`src/logic/dkp_pkg.sv`:
```
// shared modes, geometry and field widths of the disk controller, used by scoped names
package dkp_pkg;

    // command mode in A[9:8]
    typedef enum logic [1:0] {
        MODE_READ  = 2'd0,
        MODE_WRITE = 2'd1,
        MODE_SEEK  = 2'd2,
        MODE_RECAL = 2'd3
    } mode_e;

    localparam int CYL_W          = 8;
    localparam int SURF_W         = 4;
    localparam int SECT_W         = 3;
    localparam int CNT_W          = 5;   // count runs up to 16
    localparam int WIDX_W         = 9;   // word index, up to 256

    localparam int SECTS_PER_SURF = 6;
    localparam int SURSEC_W       = 6;   // surf * 6 + sect

    // cylinder | surf*6+sect | word | byte select
    localparam int FLS_ADDR_W     = CYL_W + SURSEC_W + (WIDX_W - 1) + 1;

    localparam logic [7:0] SPI_READ_OP = 8'h03;

    localparam int WORD_W         = 16;
    localparam int MADDR_W        = 15;

endpackage

```
`src/logic/dkp_regs.sv`:
```
// host command registers A/B/C, busy/done flags and the status word mux
module dkp_regs (
    input  logic                        i_DRA,
    input  logic                        i_dev_ZZ0,
    input  logic [dkp_pkg::WORD_W-1:0]  i_dev_sr,
    input  logic                        i_load_a,
    input  logic                        i_load_b,
    input  logic                        i_load_c,
    input  logic                        i_start,
    input  logic                        i_clear,
    input  logic                        i_cmd_done,
    input  logic [1:0]                  i_stat_sel,
    input  logic                        i_rw_done,
    input  logic                        i_seek_done,
    input  logic [dkp_pkg::MADDR_W-1:0] i_maddr,
    input  logic [dkp_pkg::SURF_W-1:0]  i_surf,
    input  logic [dkp_pkg::SECT_W-1:0]  i_sect,
    input  logic [3:0]                  i_count,
    output dkp_pkg::mode_e              o_mode,
    output logic [dkp_pkg::CYL_W-1:0]   o_cyl_arg,
    output logic [dkp_pkg::WORD_W-1:0]  o_b,
    output logic [dkp_pkg::WORD_W-1:0]  o_c,
    output logic                        o_busy,
    output logic                        o_done,
    output logic [dkp_pkg::WORD_W-1:0]  o_dev_sc
);

    logic [dkp_pkg::WORD_W-1:0] a_q;

    assign o_mode    = dkp_pkg::mode_e'(a_q[9:8]);
    assign o_cyl_arg = a_q[dkp_pkg::CYL_W-1:0];

    always_ff @(posedge i_DRA or posedge i_dev_ZZ0) begin
        if (i_dev_ZZ0) begin
            a_q    <= '0;
            o_b    <= '0;
            o_c    <= '0;
            o_busy <= 1'b0;
            o_done <= 1'b0;
        end else begin
            if (i_load_a) a_q <= i_dev_sr;
            if (i_load_b) o_b <= i_dev_sr;
            if (i_load_c) o_c <= i_dev_sr;

            if (i_start) begin
                o_busy <= 1'b1;
                o_done <= 1'b0;
            end else if (i_clear) begin
                o_busy <= 1'b0;
                o_done <= 1'b0;
            end else if (i_cmd_done) begin   // command finished in the FSM
                o_busy <= 1'b0;
                o_done <= 1'b1;
            end
        end
    end

    always_comb begin
        case (i_stat_sel)
            2'd0:    o_dev_sc = {i_rw_done, i_seek_done, 14'd0};
            2'd1:    o_dev_sc = {1'b0, i_maddr};
            2'd2:    o_dev_sc = {4'd0, i_surf, 1'b0, i_sect, i_count};
            default: o_dev_sc = '0;
        endcase
    end

    a_busy_done_excl: assert property (@(posedge i_DRA) disable iff (i_dev_ZZ0)
        !(o_busy && o_done))
        else $error("busy and done high together");

endmodule

```
`src/logic/dkp_geometry.sv`:
```
// disk position counters; forms the flash byte address of the current word
module dkp_geometry #(
    parameter int SECTOR_WORDS = 256
) (
    input  logic                           i_DRA,
    input  logic                           i_dev_ZZ0,
    input  logic [dkp_pkg::WORD_W-1:0]     i_c,
    input  logic                           i_load,
    input  logic                           i_cyl_load,
    input  logic                           i_cyl_clear,
    input  logic [dkp_pkg::CYL_W-1:0]      i_cyl_arg,
    input  logic                           i_word_step,
    input  logic                           i_sector_step,
    input  logic                           i_byte_sel,
    output logic [dkp_pkg::FLS_ADDR_W-1:0] o_flash_addr,
    output logic [dkp_pkg::SURF_W-1:0]     o_surf,
    output logic [dkp_pkg::SECT_W-1:0]     o_sect,
    output logic [3:0]                     o_count,
    output logic                           o_sector_end,
    output logic                           o_last_sector
);

    logic [dkp_pkg::CYL_W-1:0]    cyl;
    logic [dkp_pkg::CNT_W-1:0]    count;
    logic [dkp_pkg::WIDX_W-1:0]   widx;
    logic [dkp_pkg::SURSEC_W-1:0] sursec;

    assign sursec = dkp_pkg::SURSEC_W'(o_surf) * dkp_pkg::SURSEC_W'(dkp_pkg::SECTS_PER_SURF)
                  + dkp_pkg::SURSEC_W'(o_sect);

    assign o_flash_addr  = {cyl, sursec, widx[dkp_pkg::WIDX_W-2:0], i_byte_sel};
    assign o_count       = count[3:0];
    assign o_sector_end  = (widx == dkp_pkg::WIDX_W'(SECTOR_WORDS));
    assign o_last_sector = (count == dkp_pkg::CNT_W'(16));   // count wrapped past 15

    always_ff @(posedge i_DRA or posedge i_dev_ZZ0) begin
        if (i_dev_ZZ0) begin
            cyl    <= '0;
            o_surf <= '0;
            o_sect <= '0;
            count  <= '0;
            widx   <= '0;
        end else begin
            if (i_cyl_clear)
                cyl <= '0;
            else if (i_cyl_load)
                cyl <= i_cyl_arg;

            if (i_load) begin
                o_surf <= i_c[11:8];
                o_sect <= i_c[6:4];
                count  <= {1'b0, i_c[3:0]};
                widx   <= '0;
            end else if (i_sector_step) begin
                count <= count + 1'b1;
                widx  <= '0;
                if (o_sect == dkp_pkg::SECT_W'(dkp_pkg::SECTS_PER_SURF - 1)) begin
                    o_sect <= '0;              // next surface
                    o_surf <= o_surf + 1'b1;
                end else begin
                    o_sect <= o_sect + 1'b1;
                end
            end else if (i_word_step) begin
                widx <= widx + 1'b1;
            end
        end
    end

endmodule

```
`src/logic/dkp_spi_reader.sv`:
```
// SPI mode-0 master that reads one byte from the flash at a given address
module dkp_spi_reader (
    input  logic                           i_DRA,
    input  logic                           i_dev_ZZ0,
    input  logic                           i_start,
    input  logic [dkp_pkg::FLS_ADDR_W-1:0] i_addr,
    input  logic                           i_spi_miso,
    output logic                           o_spi_sck,
    output logic                           o_spi_ncs,
    output logic                           o_spi_mosi,
    output logic                           o_busy,
    output logic                           o_byte_valid,
    output logic [7:0]                     o_byte
);

    // 40 sck periods of 2 clocks each, then ncs release and done
    localparam logic [6:0] PH_LAST_SCK = 7'd80;
    localparam logic [6:0] PH_RX_FIRST = 7'd64;  // first data bit, after op + addr
    localparam logic [6:0] PH_DONE     = 7'd81;

    logic [6:0]  ph;
    logic [31:0] tx;
    logic [7:0]  rx;

    assign o_spi_mosi = tx[31];
    assign o_byte     = rx;

    always_ff @(posedge i_DRA or posedge i_dev_ZZ0) begin
        if (i_dev_ZZ0) begin
            ph           <= '0;
            o_busy       <= 1'b0;
            o_spi_ncs    <= 1'b1;
            o_spi_sck    <= 1'b0;
            o_byte_valid <= 1'b0;
        end else begin
            o_byte_valid <= 1'b0;
            if (i_start) begin
                ph        <= '0;
                o_busy    <= 1'b1;
                o_spi_ncs <= 1'b0;
            end else if (o_busy) begin
                ph <= ph + 7'd1;
                if (ph < PH_LAST_SCK)
                    o_spi_sck <= ~ph[0];   // even phase rises, odd falls
                if (ph == PH_LAST_SCK)
                    o_spi_ncs <= 1'b1;
                if (ph == PH_DONE) begin
                    o_busy       <= 1'b0;
                    o_byte_valid <= 1'b1;
                end
            end
        end
    end

    // shifters
    always_ff @(posedge i_DRA) begin
        if (i_start)
            tx <= {dkp_pkg::SPI_READ_OP, {(24 - dkp_pkg::FLS_ADDR_W){1'b0}}, i_addr};
        else if (o_busy && ph[0] && ph < PH_LAST_SCK)
            tx <= {tx[30:0], 1'b0};   // after falling sck

        if (o_busy && !ph[0] && ph >= PH_RX_FIRST && ph < PH_LAST_SCK)
            rx <= {rx[6:0], i_spi_miso};   // sample on rising sck
    end

    a_no_start_busy: assert property (@(posedge i_DRA) disable iff (i_dev_ZZ0)
        i_start |-> !o_busy)
        else $error("spi start while busy");

endmodule

```
`src/logic/dkp_word_out.sv`:
```
// word assembly, credit counting and the word output port with its memory address
module dkp_word_out #(
    parameter int CREDITS = 4
) (
    input  logic                        i_DRA,
    input  logic                        i_dev_ZZ0,
    input  logic                        i_lo_byte,
    input  logic                        i_hi_byte,
    input  logic [7:0]                  i_byte,
    input  logic                        i_send,
    input  logic [dkp_pkg::WORD_W-1:0]  i_b,
    input  logic                        i_load,
    input  logic                        i_credit,
    output logic                        o_sent,
    output logic                        o_word_valid,
    output logic [dkp_pkg::WORD_W-1:0]  o_word,
    output logic [dkp_pkg::MADDR_W-1:0] o_word_addr
);

    localparam int CRED_W = $clog2(CREDITS + 1) + 4;   // headroom for early returns

    logic [CRED_W-1:0] credits;
    logic              pending;

    assign o_sent = o_word_valid;

    always_ff @(posedge i_DRA or posedge i_dev_ZZ0) begin
        if (i_dev_ZZ0) begin
            credits      <= CRED_W'(CREDITS);
            pending      <= 1'b0;
            o_word_valid <= 1'b0;
            o_word_addr  <= '0;
        end else begin
            o_word_valid <= 1'b0;
            credits      <= credits + CRED_W'(i_credit) - CRED_W'(o_word_valid);

            if (i_send)
                pending <= 1'b1;
            else if (pending && credits != '0 && !o_word_valid) begin
                pending      <= 1'b0;
                o_word_valid <= 1'b1;
            end

            if (i_load)
                o_word_addr <= i_b[dkp_pkg::MADDR_W-1:0];
            else if (o_word_valid)
                o_word_addr <= o_word_addr + 1'b1;   // next memory word
        end
    end

    always_ff @(posedge i_DRA) begin
        if (i_lo_byte) o_word[7:0]  <= i_byte;
        if (i_hi_byte) o_word[15:8] <= i_byte;
    end

    a_valid_credit: assert property (@(posedge i_DRA) disable iff (i_dev_ZZ0)
        o_word_valid |-> credits != '0)
        else $error("word sent without credit");

endmodule

```
`src/logic/dkp_seq.sv`:
```
// control FSM sequencing seek, recalibrate and multi-sector read
module dkp_seq (
    input  logic           i_DRA,
    input  logic           i_dev_ZZ0,
    input  logic           i_busy,
    input  dkp_pkg::mode_e i_mode,
    input  logic           i_spi_busy,
    input  logic           i_byte_valid,
    input  logic           i_sector_end,
    input  logic           i_last_sector,
    input  logic           i_sent,
    output logic           o_load,
    output logic           o_cyl_load,
    output logic           o_cyl_clear,
    output logic           o_spi_start,
    output logic           o_byte_sel,
    output logic           o_lo_byte,
    output logic           o_hi_byte,
    output logic           o_send,
    output logic           o_word_step,
    output logic           o_sector_step,
    output logic           o_cmd_done,
    output logic           o_rw_done,
    output logic           o_seek_done
);

    typedef enum logic [3:0] {
        S_IDLE,
        S_START,
        S_RD_LO,
        S_WAIT_LO,
        S_RD_HI,
        S_WAIT_HI,
        S_SEND,
        S_WAIT_SENT,
        S_NEXT,
        S_CHECK
    } state_t;

    state_t state;
    state_t state_nx;
    logic   in_start;
    logic   read_end;

    assign in_start = (state == S_START);
    assign read_end = (state == S_CHECK) && i_last_sector;

    assign o_load        = in_start && i_mode == dkp_pkg::MODE_READ;
    assign o_cyl_load    = in_start && i_mode == dkp_pkg::MODE_SEEK;
    assign o_cyl_clear   = in_start && i_mode == dkp_pkg::MODE_RECAL;
    assign o_cmd_done    = (in_start && i_mode != dkp_pkg::MODE_READ) || read_end;
    assign o_spi_start   = (state == S_RD_LO || state == S_RD_HI) && !i_spi_busy;
    assign o_byte_sel    = (state == S_RD_HI);
    assign o_lo_byte     = (state == S_WAIT_LO) && i_byte_valid;
    assign o_hi_byte     = (state == S_WAIT_HI) && i_byte_valid;
    assign o_send        = (state == S_SEND);
    assign o_word_step   = (state == S_WAIT_SENT) && i_sent;
    assign o_sector_step = (state == S_NEXT) && i_sector_end;

    always_comb begin
        state_nx = state;
        case (state)
            S_IDLE:      if (i_busy) state_nx = S_START;
            S_START:     state_nx = (i_mode == dkp_pkg::MODE_READ) ? S_RD_LO : S_IDLE;
            S_RD_LO:     if (!i_spi_busy) state_nx = S_WAIT_LO;
            S_WAIT_LO:   if (i_byte_valid) state_nx = S_RD_HI;
            S_RD_HI:     if (!i_spi_busy) state_nx = S_WAIT_HI;
            S_WAIT_HI:   if (i_byte_valid) state_nx = S_SEND;
            S_SEND:      state_nx = S_WAIT_SENT;
            S_WAIT_SENT: if (i_sent) state_nx = S_NEXT;   // held here under back-pressure
            S_NEXT:      state_nx = i_sector_end ? S_CHECK : S_RD_LO;
            S_CHECK:     state_nx = i_last_sector ? S_IDLE : S_RD_LO;
            default:     state_nx = S_IDLE;
        endcase
    end

    always_ff @(posedge i_DRA or posedge i_dev_ZZ0) begin
        if (i_dev_ZZ0) begin
            state       <= S_IDLE;
            o_rw_done   <= 1'b0;
            o_seek_done <= 1'b0;
        end else begin
            state <= state_nx;
            if (in_start) begin
                case (i_mode)
                    dkp_pkg::MODE_READ:  o_rw_done <= 1'b0;
                    dkp_pkg::MODE_WRITE: o_rw_done <= 1'b1;   // no transfer
                    default:             o_seek_done <= 1'b1;
                endcase
            end
            if (read_end)
                o_rw_done <= 1'b1;
        end
    end

endmodule

```
`src/logic/dkp_top.sv`:
```
// disk controller top level, connects registers, FSM and datapath blocks
module dkp_top #(
    parameter int SECTOR_WORDS = 256,
    parameter int CREDITS      = 4
) (
    input  logic                        i_DRA,
    input  logic                        i_dev_ZZ0,
    input  logic [dkp_pkg::WORD_W-1:0]  i_dev_sr,
    input  logic                        i_load_a,
    input  logic                        i_load_b,
    input  logic                        i_load_c,
    input  logic                        i_start,
    input  logic                        i_clear,
    input  logic [1:0]                  i_stat_sel,
    output logic [dkp_pkg::WORD_W-1:0]  o_dev_sc,
    output logic                        o_busy,
    output logic                        o_done,
    input  logic                        i_spi_miso,
    output logic                        o_spi_sck,
    output logic                        o_spi_ncs,
    output logic                        o_spi_mosi,
    input  logic                        i_credit,
    output logic                        o_word_valid,
    output logic [dkp_pkg::WORD_W-1:0]  o_word,
    output logic [dkp_pkg::MADDR_W-1:0] o_word_addr
);

    dkp_pkg::mode_e                 mode;
    logic [dkp_pkg::CYL_W-1:0]      cyl_arg;
    logic [dkp_pkg::WORD_W-1:0]     reg_b;
    logic [dkp_pkg::WORD_W-1:0]     reg_c;
    logic [dkp_pkg::SURF_W-1:0]     surf;
    logic [dkp_pkg::SECT_W-1:0]     sect;
    logic [3:0]                     count;
    logic [dkp_pkg::FLS_ADDR_W-1:0] flash_addr;
    logic [7:0]                     spi_byte;
    logic load, cyl_load, cyl_clear, spi_start, byte_sel;
    logic lo_byte, hi_byte, send, sent, word_step, sector_step;
    logic sector_end, last_sector, spi_busy, byte_valid;
    logic cmd_done, rw_done, seek_done;

    dkp_regs u_regs (
        .i_DRA(i_DRA), .i_dev_ZZ0(i_dev_ZZ0), .i_dev_sr(i_dev_sr),
        .i_load_a(i_load_a), .i_load_b(i_load_b), .i_load_c(i_load_c),
        .i_start(i_start), .i_clear(i_clear), .i_cmd_done(cmd_done),
        .i_stat_sel(i_stat_sel), .i_rw_done(rw_done), .i_seek_done(seek_done),
        .i_maddr(o_word_addr), .i_surf(surf), .i_sect(sect), .i_count(count),
        .o_mode(mode), .o_cyl_arg(cyl_arg), .o_b(reg_b), .o_c(reg_c),
        .o_busy(o_busy), .o_done(o_done), .o_dev_sc(o_dev_sc)
    );

    dkp_geometry #(.SECTOR_WORDS(SECTOR_WORDS)) u_geometry (
        .i_DRA(i_DRA), .i_dev_ZZ0(i_dev_ZZ0), .i_c(reg_c), .i_load(load),
        .i_cyl_load(cyl_load), .i_cyl_clear(cyl_clear), .i_cyl_arg(cyl_arg),
        .i_word_step(word_step), .i_sector_step(sector_step), .i_byte_sel(byte_sel),
        .o_flash_addr(flash_addr), .o_surf(surf), .o_sect(sect), .o_count(count),
        .o_sector_end(sector_end), .o_last_sector(last_sector)
    );

    dkp_spi_reader u_spi_reader (
        .i_DRA(i_DRA), .i_dev_ZZ0(i_dev_ZZ0), .i_start(spi_start), .i_addr(flash_addr),
        .i_spi_miso(i_spi_miso), .o_spi_sck(o_spi_sck), .o_spi_ncs(o_spi_ncs),
        .o_spi_mosi(o_spi_mosi), .o_busy(spi_busy), .o_byte_valid(byte_valid),
        .o_byte(spi_byte)
    );

    dkp_word_out #(.CREDITS(CREDITS)) u_word_out (
        .i_DRA(i_DRA), .i_dev_ZZ0(i_dev_ZZ0), .i_lo_byte(lo_byte), .i_hi_byte(hi_byte),
        .i_byte(spi_byte), .i_send(send), .i_b(reg_b), .i_load(load), .i_credit(i_credit),
        .o_sent(sent), .o_word_valid(o_word_valid), .o_word(o_word),
        .o_word_addr(o_word_addr)
    );

    dkp_seq u_seq (
        .i_DRA(i_DRA), .i_dev_ZZ0(i_dev_ZZ0), .i_busy(o_busy), .i_mode(mode),
        .i_spi_busy(spi_busy), .i_byte_valid(byte_valid), .i_sector_end(sector_end),
        .i_last_sector(last_sector), .i_sent(sent), .o_load(load),
        .o_cyl_load(cyl_load), .o_cyl_clear(cyl_clear), .o_spi_start(spi_start),
        .o_byte_sel(byte_sel), .o_lo_byte(lo_byte), .o_hi_byte(hi_byte),
        .o_send(send), .o_word_step(word_step), .o_sector_step(sector_step),
        .o_cmd_done(cmd_done), .o_rw_done(rw_done), .o_seek_done(seek_done)
    );

endmodule

```
`config.mk`:
```
export PLATFORM = sky130hd
export DESIGN_NAME = dkp_top
export DESIGN_NICKNAME = d
export VERILOG_FILES = /design/src/logic/dkp_pkg.sv /design/src/logic/dkp_regs.sv /design/src/logic/dkp_geometry.sv /design/src/logic/dkp_spi_reader.sv /design/src/logic/dkp_word_out.sv /design/src/logic/dkp_seq.sv /design/src/logic/dkp_top.sv
export SDC_FILE = /design/constraint.sdc
export NUM_CORES = 1
export LEC_CHECK = 0
export ABC_AREA = 1
export BUFFER_PORTS_ARGS = -buffer_cell sky130_fd_sc_hd__buf_2
export CAP_MARGIN = 20
export CORE_MARGIN = 2
export CORE_UTILIZATION = 37
export CTS_BUF_LIST = sky130_fd_sc_hd__clkbuf_2
export DETAILED_ROUTE_END_ITERATION = 12
export GPL_TIMING_DRIVEN = 1
export PLACE_DENSITY = 0.62
export SLEW_MARGIN = 20
export SYNTH_ARGS = -nofsm -noshare
export SYNTH_HDL_FRONTEND = slang
export SYNTH_HIERARCHICAL = 1
export SYNTH_SLANG_ARGS = --single-unit
```
`constraint.sdc`:
```
create_clock -name i_DRA -period 2.3 [get_ports i_DRA]
set_clock_uncertainty 0.2 [all_clocks]
set_input_delay 0.345 -clock i_DRA [delete_from_list [all_inputs] [get_ports i_DRA]]
set_output_delay 0.345 -clock i_DRA [all_outputs]
set_load 0.1 [all_outputs]
```
==> run_results.csv <==
group,metric,value,unit
sta,final-setup-viol-count,0,
grt,grt_pass1_wl,31830,um
finish,layout_commonest_cell,"nand2_1",
finish,antennaDiodeCount,0,
sta,whs,0.08461,ns
finish,fillers,2082,
grt,grt-ovfl-total,0,
grt,grt_pass1_vias,6330,
grt,track_usage,0.1678,
run,maxCapViolCount,0,
sta,worst_slack,0.08039,ns
sta,period_share,0.9650,
place,gp_congestion,0.8862,
drt,drt-wirelength-per-cell,13.78,um
synth,syn_inst,950,
drt,drc,0,
floorplan,start_util,0.3751,
critical_path,critPathCaptureType,"output pin",
floorplan,io_pins,80,
critical_path,cp-start-kind,"flip-flop",
drt,drtPass1Iterations,5,
floorplan,row_count,54,
finish,drive_gt1_frac,0.2185,
cts,cts.sinks,164,
critical_path,cp.arrival,1.67,ns
floorplan,die_y,152.5,um
status,status,"finished clean",
power,power.density,1229,nW/um^2
finish,multiInputGateArea,3201,um^2
cts,numCtsBuffers,17,
finish,layout_common_cells,"nand2_1, inv_1, dfrtp_1, nand3_1, nor2_1",
sta,max_slew_margin,0.6313,
sta,max_freq,450.5,MHz
drt,ant_nets,0,
power,total_power,12670,uW
floorplan,dieArea,23260,um^2
drt,drt-total-wl,19380,um
power,leakagePower,0.004894,uW
floorplan,die_w,152.5,um
cts,root_buffer,"clkbuf_2",
cts,insertion_delay,0.75,ns
sta,period_needed,2.220,ns
drt,drtIter0Drc,503,
sta,slew_violations,0,
cts,path_clk_slew,0.26,ns
critical_path,crit_fanout,7,
sta,fin_tns_setup,0,ns
sta,rsz0062_at_grt,"true",
finish,regArea,4323,um^2
finish,stdcell_count,1406,
grt,grt_max_degree,39,
place,place_ws,0.08307,ns
cts,cts_buffer_depth,2,
place,dp_cells,1293,
place,hpwl,13210,um
critical_path,cp.required,1.75,ns
drt,vias,6733,
synth,syn_area,8162,um^2
cts,h-tree-depth,4,
finish,num-nets-final,1164,
drt,routed_via_density,4.789,
synth,avgSynthCellArea,8.591,um^2
place,io_buffers,78,
finish,syn2layout_area_growth,26.35,%
grt,antenna_found_initial,0,
sta,report.final.hold_viol_count,0,
cts,cts_tree,"done",
synth,yosys_warnings,6,
sta,worstMarginPinSlew,0.5530,ns
power,ir_drop,1.032,mV
floorplan,core,21760,um^2
synth,synth_nets,1001,
hold_path,hp-class,"in -> async",
critical_path,path_class,"reg -> out",
## metrics by stage
step	cell area (um^2)	util
2_1_floorplan	8209	-
3_3_place_gp	9117	0.4191
3_5_place_dp	9117	0.4191
4_1_cts	9976	0.4585
5_1_grt	10310	0.4740
6_report	10310	0.4740
## worst paths after layout
| check | to | slack (ns) | cells after the start | from |
|---|---|---|---|---|
| max in group asynchronous | u_word_out/credits[2] | 0.71 | 5 | i_dev_ZZ0 |
| worst max-delay path | o_dev_sc[8] | 0.08 | 3 | u_word_out/o_word_addr[8] |
| worst min register to register | u_spi_reader/tx[24] | 0.28 | 2 | u_spi_reader/tx[24] |
| worst min-delay path | u_regs/o_busy | 0.08 | 4 | i_dev_ZZ0 |
| min in group i_DRA | u_regs/o_c[10] | 0.15 | 4 | i_dev_sr[10] |
| worst max register to register | u_spi_reader/tx[14] | 0.11 | 8 | u_geometry/o_surf[0] |
## report_power, final
part | total, uW | switching (uW) | internal [uW]
logic | 6120 | 3980 | 2140
clock network | 1870 | 1120 | 748
registers | 4690 | 676 | 4010
total | 12700 | 5780 | 6890
## layer usage
| layer | vias up | GRT usage | part of all wire |
|---|---|---|---|
| li1 | 3363 | - | - |
| met1 | 3183 | 0.2339 | 0.47 |
| met5 | - | 0 | 0 |
| met4 | 0 | 0.03968 | 0.014 |
| met3 | 16 | 0.03726 | 0.044 |
| met2 | 171 | 0.2690 | 0.47 |
## repair_timing
action,in CTS,in global routing
pin swaps,1,5
setup endpoints to repair,18,45
resized for setup,21,36
hold buffers,49,1
endpoints found under the hold margin,152,1
setup buffers,2,29
## final cells by class
class,count,share of cell area
clock inverter,15,0.02099
clock buffer,17,0.008250
sequential,164,0.4192
inverter,132,0.04829
timing repair buffer,185,0.1589
multi-input combinational,613,0.3104
tap,280,0.03397
## sequential cells by signal, indices dropped and copies added (netlist names), 8 cells and up
signal	flops
u_geometry/cyl	8
u_geometry/widx	9
u_regs/a_q	10
u_regs/o_b	15
u_regs/o_c	11
u_spi_reader/o_byte	8
u_spi_reader/tx	32
u_word_out/o_word	16
u_word_out/o_word_addr	15
## worst max-delay path, cell delays in order, from the launching register on
cell	delay, ns
dfrtp_2	0.51
nand3_1	0.12
nand2_2	0.13
buf_12	0.18
Power figures use the tool's default switching activity.
